--- src/verilog/load_pkg.sv ---
package load_pkg;

  // station index width, 2**rs_idx_w entries
  localparam int rs_idx_w = 3;

  // number of station entries
  localparam int rs_entries = 2 ** rs_idx_w;

  // width of a reorder buffer tag
  localparam int rob_idx_w = 3;

  // common data bus ports snooped for wakeup
  localparam int cdb_ports = 3;

  // load kinds, funct3 field of the RV32I load opcode
  typedef enum logic [2:0] {
    lb  = 3'b000,
    lh  = 3'b001,
    lw  = 3'b010,
    lbu = 3'b100,
    lhu = 3'b101
  } load_funct3_t;

endpackage

--- src/verilog/load_align.sv ---
module load_align (
  input  load_pkg::load_funct3_t funct3,
  input  logic [1:0]             offset,
  input  logic [31:0]            rdata,
  output logic [31:0]            value
);

  import load_pkg::*;

  logic [7:0]  byte_lane;
  logic [15:0] half_lane;

  // byte lane by full offset, half lane by its upper bit
  assign byte_lane = rdata[8*offset +: 8];
  assign half_lane = offset[1] ? rdata[31:16] : rdata[15:0];

  always_comb begin
    case (funct3)
      lb: begin
        value = {{24{byte_lane[7]}}, byte_lane};
      end
      lbu: begin
        value = {24'b0, byte_lane};
      end
      lh: begin
        value = {{16{half_lane[15]}}, half_lane};
      end
      lhu: begin
        value = {16'b0, half_lane};
      end
      default: begin
        // lw takes the whole word
        value = rdata;
      end
    endcase
  end

endmodule

--- src/verilog/load_rs.sv ---
module load_rs (
  input  logic                           clk,
  input  logic                           rst_n,
  input  logic                           flush,

  // issue side
  input  logic                           issue,
  input  load_pkg::load_funct3_t         issue_funct3,
  input  logic [31:0]                    issue_imm,
  input  logic [load_pkg::rob_idx_w-1:0] issue_rob,
  input  logic                           rf_ready,
  input  logic [31:0]                    rf_value,
  input  logic [load_pkg::rob_idx_w-1:0] rf_rob,
  input  logic                           rob_ready,
  input  logic [31:0]                    rob_value,
  output logic                           full,

  // broadcast snoop
  input  logic                           cdb_valid [load_pkg::cdb_ports],
  input  logic [load_pkg::rob_idx_w-1:0] cdb_rob   [load_pkg::cdb_ports],
  input  logic [31:0]                    cdb_value [load_pkg::cdb_ports],

  // executor handshake
  input  logic                           busy,
  input  logic                           done,
  output logic                           grant,
  output logic [load_pkg::rob_idx_w-1:0] grant_rob,
  output logic [31:0]                    grant_base,
  output logic [31:0]                    grant_imm,
  output load_pkg::load_funct3_t         grant_funct3
);

  import load_pkg::*;

  // entry state
  logic [rs_entries-1:0] valid;
  logic [rs_entries-1:0] ready;

  // entry payload
  logic [31:0]          base     [rs_entries];
  logic [31:0]          imm      [rs_entries];
  logic [rob_idx_w-1:0] wait_rob [rs_entries];
  logic [rob_idx_w-1:0] dest_rob [rs_entries];
  load_funct3_t         funct3   [rs_entries];

  logic [rs_idx_w-1:0] free_idx;
  logic [rs_idx_w-1:0] ptr;
  logic [rs_idx_w-1:0] sel_idx;
  logic                sel_found;
  logic [rs_idx_w-1:0] gnt_idx;
  logic                accept;

  logic [rs_entries-1:0] wake;
  logic [31:0]           wake_val [rs_entries];

  assign full   = &valid;
  assign accept = issue && !full;

  // lowest free slot takes the next issue
  always_comb begin
    free_idx = '0;
    for (int i = rs_entries - 1; i >= 0; i--) begin
      if (!valid[i]) begin
        free_idx = rs_idx_w'(i);
      end
    end
  end

  // tag match against every broadcast port
  always_comb begin
    for (int i = 0; i < rs_entries; i++) begin
      wake[i]     = 1'b0;
      wake_val[i] = '0;
      for (int j = 0; j < cdb_ports; j++) begin
        if (valid[i] && !ready[i] && cdb_valid[j] && cdb_rob[j] == wait_rob[i]) begin
          wake[i]     = 1'b1;
          wake_val[i] = cdb_value[j];
        end
      end
    end
  end

  // round robin search starting at ptr
  always_comb begin
    logic [rs_idx_w-1:0] cand;
    sel_found = 1'b0;
    sel_idx   = '0;
    cand      = '0;
    for (int k = 0; k < rs_entries; k++) begin
      cand = rs_idx_w'(ptr + k);
      if (!sel_found && valid[cand] && ready[cand]) begin
        sel_found = 1'b1;
        sel_idx   = cand;
      end
    end
  end

  // one load at a time, only while the executor is idle
  assign grant        = sel_found && !busy;
  assign grant_rob    = dest_rob[sel_idx];
  assign grant_base   = base[sel_idx];
  assign grant_imm    = imm[sel_idx];
  assign grant_funct3 = funct3[sel_idx];

  always_ff @(posedge clk) begin
    if (!rst_n || flush) begin
      valid   <= '0;
      ready   <= '0;
      ptr     <= '0;
      gnt_idx <= '0;
    end else begin
      if (accept) begin
        valid[free_idx] <= 1'b1;
        ready[free_idx] <= rf_ready || rob_ready;
      end
      for (int i = 0; i < rs_entries; i++) begin
        if (wake[i]) begin
          ready[i] <= 1'b1;
        end
      end
      if (grant) begin
        gnt_idx <= sel_idx;
      end
      // release on the response and move the pointer past it
      if (done) begin
        valid[gnt_idx] <= 1'b0;
        ptr            <= rs_idx_w'(gnt_idx + 1'b1);
      end
    end
  end

  always_ff @(posedge clk) begin
    if (accept) begin
      imm[free_idx]      <= issue_imm;
      funct3[free_idx]   <= issue_funct3;
      dest_rob[free_idx] <= issue_rob;
      wait_rob[free_idx] <= rf_rob;
      // register file wins over the ROB copy
      base[free_idx]     <= rf_ready ? rf_value : rob_value;
    end
    for (int i = 0; i < rs_entries; i++) begin
      if (wake[i]) begin
        base[i] <= wake_val[i];
      end
    end
  end

endmodule

--- src/verilog/load_exec.sv ---
module load_exec (
  input  logic                           clk,
  input  logic                           rst_n,
  input  logic                           flush,

  // from the station
  input  logic                           grant,
  input  logic [load_pkg::rob_idx_w-1:0] grant_rob,
  input  logic [31:0]                    grant_base,
  input  logic [31:0]                    grant_imm,
  input  load_pkg::load_funct3_t         grant_funct3,
  output logic                           busy,
  output logic                           done,

  // memory
  output logic [31:0]                    dmem_addr,
  output logic [3:0]                     dmem_rmask,
  input  logic [31:0]                    dmem_rdata,
  input  logic                           dmem_resp,

  // result broadcast
  output logic                           res_valid,
  output logic [load_pkg::rob_idx_w-1:0] res_rob,
  output logic [31:0]                    res_value
);

  import load_pkg::*;

  logic                 start;
  logic [rob_idx_w-1:0] rob_q;
  logic [31:0]          base_q;
  logic [31:0]          imm_q;
  load_funct3_t         funct3_q;
  logic [31:0]          eff_addr;
  logic [3:0]           mask;

  assign eff_addr  = base_q + imm_q;
  assign dmem_addr = {eff_addr[31:2], 2'b00};

  always_comb begin
    case (funct3_q)
      lb, lbu: mask = 4'b0001 << eff_addr[1:0];
      lh, lhu: mask = 4'b0011 << eff_addr[1:0];
      lw:      mask = 4'b1111;
      default: mask = 4'b0000;
    endcase
  end

  // request lasts only the first busy cycle, killed by flush
  assign dmem_rmask = (start && !flush) ? mask : 4'b0000;

  assign done      = busy && dmem_resp && !flush;
  assign res_valid = done;
  assign res_rob   = rob_q;

  always_ff @(posedge clk) begin
    if (!rst_n || flush) begin
      busy  <= 1'b0;
      start <= 1'b0;
    end else begin
      start <= grant;
      if (grant) begin
        busy <= 1'b1;
      end else if (done) begin
        busy <= 1'b0;
      end
    end
  end

  always_ff @(posedge clk) begin
    if (grant) begin
      rob_q    <= grant_rob;
      base_q   <= grant_base;
      imm_q    <= grant_imm;
      funct3_q <= grant_funct3;
    end
  end

  load_align u_align (
    .funct3 (funct3_q),
    .offset (eff_addr[1:0]),
    .rdata  (dmem_rdata),
    .value  (res_value)
  );

endmodule

--- src/verilog/load_unit_top.sv ---
module load_unit_top (
  input  logic                           clk,
  input  logic                           rst_n,
  input  logic                           flush,

  // issue
  input  logic                           issue,
  input  load_pkg::load_funct3_t         issue_funct3,
  input  logic [31:0]                    issue_imm,
  input  logic [load_pkg::rob_idx_w-1:0] issue_rob,
  input  logic                           rf_ready,
  input  logic [31:0]                    rf_value,
  input  logic [load_pkg::rob_idx_w-1:0] rf_rob,
  input  logic                           rob_ready,
  input  logic [31:0]                    rob_value,
  output logic                           full,

  // broadcast snoop
  input  logic                           cdb_valid [load_pkg::cdb_ports],
  input  logic [load_pkg::rob_idx_w-1:0] cdb_rob   [load_pkg::cdb_ports],
  input  logic [31:0]                    cdb_value [load_pkg::cdb_ports],

  // memory
  output logic [31:0]                    dmem_addr,
  output logic [3:0]                     dmem_rmask,
  input  logic [31:0]                    dmem_rdata,
  input  logic                           dmem_resp,

  // result
  output logic                           res_valid,
  output logic [load_pkg::rob_idx_w-1:0] res_rob,
  output logic [31:0]                    res_value
);

  import load_pkg::*;

  // station to executor
  logic                 grant;
  logic [rob_idx_w-1:0] grant_rob;
  logic [31:0]          grant_base;
  logic [31:0]          grant_imm;
  load_funct3_t         grant_funct3;
  logic                 busy;
  logic                 done;

  load_rs u_rs (
    .clk          (clk),
    .rst_n        (rst_n),
    .flush        (flush),
    .issue        (issue),
    .issue_funct3 (issue_funct3),
    .issue_imm    (issue_imm),
    .issue_rob    (issue_rob),
    .rf_ready     (rf_ready),
    .rf_value     (rf_value),
    .rf_rob       (rf_rob),
    .rob_ready    (rob_ready),
    .rob_value    (rob_value),
    .full         (full),
    .cdb_valid    (cdb_valid),
    .cdb_rob      (cdb_rob),
    .cdb_value    (cdb_value),
    .busy         (busy),
    .done         (done),
    .grant        (grant),
    .grant_rob    (grant_rob),
    .grant_base   (grant_base),
    .grant_imm    (grant_imm),
    .grant_funct3 (grant_funct3)
  );

  load_exec u_exec (
    .clk          (clk),
    .rst_n        (rst_n),
    .flush        (flush),
    .grant        (grant),
    .grant_rob    (grant_rob),
    .grant_base   (grant_base),
    .grant_imm    (grant_imm),
    .grant_funct3 (grant_funct3),
    .busy         (busy),
    .done         (done),
    .dmem_addr    (dmem_addr),
    .dmem_rmask   (dmem_rmask),
    .dmem_rdata   (dmem_rdata),
    .dmem_resp    (dmem_resp),
    .res_valid    (res_valid),
    .res_rob      (res_rob),
    .res_value    (res_value)
  );

endmodule

--- config.mk ---
export PLATFORM = sky130hd
export DESIGN_NAME = load_unit_top
export DESIGN_NICKNAME = d
export VERILOG_FILES = /design/src/verilog/load_pkg.sv /design/src/verilog/load_align.sv /design/src/verilog/load_rs.sv /design/src/verilog/load_exec.sv /design/src/verilog/load_unit_top.sv
export SDC_FILE = /design/constraint.sdc
export NUM_CORES = 1
export LEC_CHECK = 0
export BUFFER_PORTS_ARGS = -buffer_cell sky130_fd_sc_hd__buf_2
export CORE_MARGIN = 3
export CORE_UTILIZATION = 25
export DETAILED_ROUTE_END_ITERATION = 8
export GPL_TIMING_DRIVEN = 0
export HOLD_SLACK_MARGIN = 0.1
export SYNTH_ARGS = -nofsm -noshare
export SYNTH_HDL_FRONTEND = slang
export SYNTH_SLANG_ARGS = --single-unit
export TNS_END_PERCENT = 20
--- constraint.sdc ---
create_clock -name clk -period 11.1 [get_ports clk]
set_input_delay 1.665 -clock clk [delete_from_list [all_inputs] [get_ports clk]]
set_output_delay 1.665 -clock clk [all_outputs]
set_load 0.02 [all_outputs]
; ---- Word level (Yosys, flattened, before mapping)
; Memories as Yosys holds them, arrays and structs flattened. A register that Yosys moved wholly into a read port is not among the register bits.
; Index checks and enable logic that the tools add are counted.
[word_totals]
ramBits = 584
latch_bits = 0
word_cells = 331
mem_bits_ro = 0
register_bits = 24
memories = 5
[memory_table]
columns = name, words, width, read_ports, rd_clocked_by_memory_dff, wr, line_no
row1 = u_rs.base, 8, 32, 1, 1, 9, load_rs.sv:40  ; logic [31:0] base [rs_entries];
row2 = u_rs.imm, 8, 32, 1, 1, 1, load_rs.sv:41  ; logic [31:0] imm [rs_entries];
row3 = u_rs.dest_rob, 8, 3, 1, 1, 1, load_rs.sv:43  ; logic [rob_idx_w-1:0] dest_rob [rs_entries];
row4 = u_rs.funct3, 8, 3, 1, 1, 1, load_rs.sv:44  ; load_funct3_t funct3 [rs_entries];
row5 = u_rs.wait_rob, 8, 3, 8, 0, 1, load_rs.sv:42  ; logic [rob_idx_w-1:0] wait_rob [rs_entries];
[op_classes]
n_eq_ne = 28
addsub = 9
n_lt_le_gt_ge = 12
multipliers = 0
div = 0
bitwise_logic = 3
n_shift = 3
n_mux = 146
n_reduce_logical = 112
[ops]
columns = operator, count
row1 = $mux W32, 25
row2 = $pmux W32 S4, 1
row3 = $logic_and A1 B1 Y1, 78
row4 = $mux W1, 78
row5 = $eq A3 B3 Y1, 24
row6 = $bmux W1 S3, 16
row7 = $mux W3, 16
row8 = $lt A3 B4 Y1 const B, 10
row9 = $add A32 B32 Y32, 1
row10 = $mux W8, 4
row11 = $shiftx A32 B6 Y8, 1
row12 = $logic_not A1 Y1, 19
row13 = $reduce_bool A2 Y1, 9
row14 = $mux W16, 1
row15 = $add A3 B3 Y3 const B, 4
row16 = $pmux W4 S3, 1
row17 = $and A8 B8 Y8, 1
row18 = $bwmux W8, 1
row19 = $not A8 Y8, 1
row20 = $or A8 B8 Y8, 1
row21 = $reduce_and A8 Y1, 1
row22 = $add A3 B1 Y3 const B, 2
row23 = $add A3 B2 Y3 const B, 2
row24 = $demux W1 S3, 2
row25 = 10 further kinds, 14

; ---- Depth between registers and ports, before layout
[logic_depth]
depth_word = 34
ltp_mapped = 16
ltp_nobuf = 12

; ---- Cells and area by module
; A second synthesis with hierarchy kept.
[unflattened]
hier_cells = 3027
area_unflattened_um2 = 37586.0
[by_module_without_submodules]
columns = module, area_each_um2, n_inst, cells_each
row1 = load_rs, 32443.6, 1, 2550
row2 = load_exec, 4296.6, 1, 381
row3 = load_align, 845.8, 1, 96

; ---- Worst setup path after synthesis
; Ideal clock, no wire load.
[synth_timing]
kind = input to register
start = input port issue
end = memory u_rs.base[3][0] (enable)
t_arrival_ps = 5855
slack_ps = 4870
path_buffers = 0
cell_stages = 3
required_ps = 10725
cell_sequence = nand3_1 > nor3b_1 > or2_2
[synth_rtl]
columns = element, line_no
row1 = from (decl), load_unit_top.sv:7  ; input logic issue,
row2 = to (decl), load_rs.sv:40

; ---- Final worst setup path
[layout_timing]
start = register u_exec.imm_q[0], read port of u_rs.imm
end = output port dmem_addr[28]
[layout_via]
elab_chain_len = 1
[layout_rtl]
columns = element, line_no
row1 = from (decl), load_exec.sv:32  ; logic [31:0] imm_q;
row2 = $add A32 B32 Y32, load_exec.sv:37  ; assign eff_addr = base_q + imm_q;
row3 = to (decl), load_unit_top.sv:24  ; output logic [31:0] dmem_addr,
; Every way passes these cells.

==> impl_results.md <==
* Number of flops mapped to enable cells by yosys at 654
* Final-report max-slew violation count at 1
* Port buffer count at 214
* Post-CTS setup buffers at 0
* Post-route worst hold slack at 0.561 ns
* Final clock period utilization by the worst path at 56.1%
* Synth unique cells at 67
* Startpoint kind of the worst setup timing path: flip-flop
* Fin crit period at 6.23 ns
* Worst setup path startpoint: u_exec.imm_q[0]
* Async set or reset register ratio after synthesis at 0%
* Routed vias/inst at 5.09
* Max-cap viol count at 2
* Final #Nets at 3812
* Area fraction of the dominant cell type after synthesis at 51.4%
* CORE AREA at 151000 sq um
* DRC at 0
* Number of sinks on the clock net at 678
* Via Count at 28.7k
* Router iterations before antenna repair at 6
* Fraction of the yosys area taken by sequential cells at 52.7%
* Clock latency on the worst-skew pair at 0.66 ns
* Global-route wire length before repair at 203000 um
* Instance count of the mapped netlist at 3203
* Post-Route WL at 145000 um
* FILL cells at 15.3k
* Average cell area after synthesis at 11.9 sq um
* Peak per-stage delay on the critical path at 0.42 ns
* Std-Cell Rows at 142
* Top fanout value on the critical path at 3
* Number of antenna violations at the first check in global routing at 79
* Post-synthesis register bit count at 678
* Reg2Reg Launch Point: u_rs.ptr[1]
* Number of resized instances in the post-cts repair step at 0
* Layout Skew at 0.0384 ns
* Post-cts hold buffer count at 0
* Post-Syn Area at 38200 sq um
* Clk root buf: sky130_fd_sc_hd__clkbuf_16
* Hpwl dp at 104000 um
* Htree depth at 3
* Leak at 16.7 nW
* CTS Buffer Depth at 3
* Total routing usage reported by global routing at 17.8%
* Number of hold violations in the final report at 0
* Start point of the worst hold path: u_rs.ready[5]
* Critical path buffer and inverter count at 1
* Clk pin slew, worst setup/hold paths at 0.06 ns
* Nature of the critical path endpoint: output pin
* Leading register cell type out of synthesis: sky130_fd_sc_hd__edfxtp_1
* Cell Pwr Density at 129 nW/um^2
* Arrival time at the worst endpoint at 4.56 ns
* Result of the run: finished with violations
* TritonCTS Buffers at 78
* Maximum number of pins on one net before global-route repair at 33
* CP Cell Sequence: ha_1 > fa_1 > a211oi_1 > nor2_1 > a41oi_1 > a21boi_0 > o22ai_1 > o21ai_0 > o41a_1 > a21oi_1 > o21bai_1 > xor2_1 > buf_2
* Hold WC Path Type: flip-flop to flip-flop
* Failing checks: max-capacitance violations, max-slew violations
* Number of design-rule violations left by the first detailed-router iteration at 3364
* Global-route congestion overflow total at 0
* TritonCTS clock tree: built
* Worst path required time at 9.44 ns
* Worst IR drop on VDD at 0.113 mV
* Die outline height at 397 um
* Die X-Extent at 397 um
* Kind of cell adding the most delay to the critical path: compound AO/OA/AOI/OAI gates
* Cell with the largest stage delay on the worst path: sky130_fd_sc_hd__fa_1
* Actual slew at the worst max-slew pin at 1.50 ns
* Yosys warning total at 0
* Upper clock frequency limit at 161 MHz
* Critical path class: flip-flop to output pin
* Vias in the first global route at 27.2k
* Setup TNS Final at 0 ns
* Starting utilization of the core area at 25.3%
* Final-report setup violation count at 0
* Final GP Congestion at 0.914
* Relative slew slack at -0.462%
* Average wire per standard cell at 25.8 um
* Fraction of final layout cells sized beyond drive strength 1 at 15.8%
* Cells taking the most area after synthesis: sky130_fd_sc_hd__edfxtp_1, sky130_fd_sc_hd__mux2i_1, sky130_fd_sc_hd__o211ai_1
* Layout-stage area growth over the synthesis result at 17.7%
* Number of nets still failing antenna checks after routing at 0
* Largest area contributor in the synthesized netlist: sky130_fd_sc_hd__edfxtp_1
* Unrepaired setup endpoints after global routing: no
* Area of the die at 157000 sq um
* Io pins at 325
[flip-flops by register name, summed over array words and instances, names as in the netlist, 8 cells and up]
signal         cells
u_rs.wait_rob     24
u_rs.base        256
u_exec.base_q     32
u_rs.valid         8
u_rs.imm         256
u_rs.ready         8
u_rs.funct3       24
u_rs.dest_rob     24
u_exec.imm_q      32
[cells by family (layout without fill, tap and decap cells)]
family / count (synthesis) / in the layout / share of synthesized area (%)
muxes: 836 / 836 / 22.7
DFF: 678 / 678 / 52.7
AOI/OAI and AO/OA: 645 / 645 / 10.6
and+or+nand+nor: 562 / 562 / 6.26
buffers and inverters: 343 / 724 / 4.20
xor gates and xnor gates: 103 / 103 / 2.43
adders and majority gates: 35 / 35 / 1.17
other: 1 / 29 / 0.00982
[stage by stage]
step	utilization, %	cell area (sq um)	power (mW)	worst slack (ns)	instances
detailed placement	28.1	42400	3.31	5.32	5461
global placement	27.7	41800	3.30	0.329	5434
floorplan	-	38200	3.14	4.87	3204
finish	29.8	44900	5.79	4.87	5628
CTS	29.8	44900	5.81	4.83	5601
global route	29.8	44900	5.96	4.68	5606
[where the power goes]
part           internal (mW)  total, mW  switching, mW
Clock                   1.44       2.53           1.08
Combinational          0.137      0.403          0.265
Sequential              2.85       2.86        0.00923
[final cells by class]
class                   instances  area [sq um]  area share [%]
diodes                         27          67.6           0.150
plain buffers                 317          1510            3.36
clock buffers                  97          2050            4.57
clock inverters                43           442           0.983
inverters                      26          97.6           0.217
multi-input cells            2183         16600            36.9
flip-flops and latches        678         20100            44.8
well taps                    2016          2520            5.61
repair buffers                241          1570            3.48
[path summary, 6_finish.rpt]
check / to / slack (ns) / cells after the start
min: u_rs.ready[5] / 0.56 / 2
min reg2reg: u_rs.ready[5] / 0.56 / 2
max: dmem_addr[28] / 4.87 / 13
max reg2reg: u_exec.base_q[3] / 6.26 / 15
[worst min-delay path, cell delays in order (launching register included)]
cell and delay [ns]:
sky130_fd_sc_hd__dfxtp_1 0.32, sky130_fd_sc_hd__mux2i_1 0.12, sky130_fd_sc_hd__a21oi_1 0.08
[cell usage after synthesis (4+ instances only)]
master	n
sky130_fd_sc_hd__a221o_1	8
sky130_fd_sc_hd__o21a_1	5
sky130_fd_sc_hd__or3_1	4
sky130_fd_sc_hd__xor2_1	59
sky130_fd_sc_hd__buf_4	17
sky130_fd_sc_hd__o21ai_0	259
sky130_fd_sc_hd__clkbuf_1	186
sky130_fd_sc_hd__nor2_1	109
sky130_fd_sc_hd__o211ai_1	218
sky130_fd_sc_hd__a211oi_1	8
sky130_fd_sc_hd__clkbuf_2	32
sky130_fd_sc_hd__mux4_2	14
sky130_fd_sc_hd__ha_1	34
sky130_fd_sc_hd__nand3_1	31
sky130_fd_sc_hd__a31o_2	4
sky130_fd_sc_hd__nand4_1	14
sky130_fd_sc_hd__nor3_1	41
sky130_fd_sc_hd__nor2b_1	16
sky130_fd_sc_hd__o22ai_1	8
sky130_fd_sc_hd__edfxtp_1	654
sky130_fd_sc_hd__mux2i_1	745
sky130_fd_sc_hd__mux2_2	73
sky130_fd_sc_hd__buf_2	17
sky130_fd_sc_hd__dfxtp_1	24
sky130_fd_sc_hd__nand2b_1	6
sky130_fd_sc_hd__o22a_1	6
sky130_fd_sc_hd__or2_2	8
sky130_fd_sc_hd__and2_1	6
sky130_fd_sc_hd__a21o_1	10
sky130_fd_sc_hd__inv_1	24
sky130_fd_sc_hd__nand2_1	314
sky130_fd_sc_hd__o21bai_1	8
sky130_fd_sc_hd__buf_1	38
sky130_fd_sc_hd__xnor2_1	42
sky130_fd_sc_hd__buf_6	19
sky130_fd_sc_hd__a21oi_1	78
sky130_fd_sc_hd__clkbuf_4	6
sky130_fd_sc_hd__a31oi_1	18
[metal layers]
metal	part of all wire, %	global-route usage (%)	vias up
li1	-	-	12800
met1	40	22.6	13800
met5	0.25	0	-
met4	3.4	5.83	56
met2	44	27.6	1663
met3	12	6.92	348
[cell usage in the layout, fill, tap and decap left out, types with 12 or more instances in the layout]
cell	synthesis	routed
sky130_fd_sc_hd__mux2i_1	745	745
sky130_fd_sc_hd__edfxtp_1	654	654
sky130_fd_sc_hd__nand2_1	314	314
sky130_fd_sc_hd__o21ai_0	259	258
sky130_fd_sc_hd__buf_2	17	231
sky130_fd_sc_hd__o211ai_1	218	218
sky130_fd_sc_hd__clkbuf_1	186	202
sky130_fd_sc_hd__nor2_1	109	101
sky130_fd_sc_hd__clkbuf_16	0	79
sky130_fd_sc_hd__a21oi_1	78	78
sky130_fd_sc_hd__mux2_2	73	73
sky130_fd_sc_hd__xor2_1	59	59
sky130_fd_sc_hd__xnor2_1	42	42
sky130_fd_sc_hd__buf_1	38	38
sky130_fd_sc_hd__nor3_1	41	37
sky130_fd_sc_hd__ha_1	34	34
sky130_fd_sc_hd__clkbuf_2	32	33
sky130_fd_sc_hd__nand3_1	31	31
sky130_fd_sc_hd__diode_2	0	27
sky130_fd_sc_hd__buf_6	19	26
sky130_fd_sc_hd__inv_1	24	24
sky130_fd_sc_hd__dfxtp_1	24	24
sky130_fd_sc_hd__buf_4	17	19
sky130_fd_sc_hd__clkinv_1	0	19
sky130_fd_sc_hd__a31oi_1	18	18
sky130_fd_sc_hd__nor2b_1	16	16
sky130_fd_sc_hd__mux4_2	14	14
sky130_fd_sc_hd__nand4_1	14	14
sky130_fd_sc_hd__buf_12	1	12
Note: power is estimated with default switching activity, not from simulation.
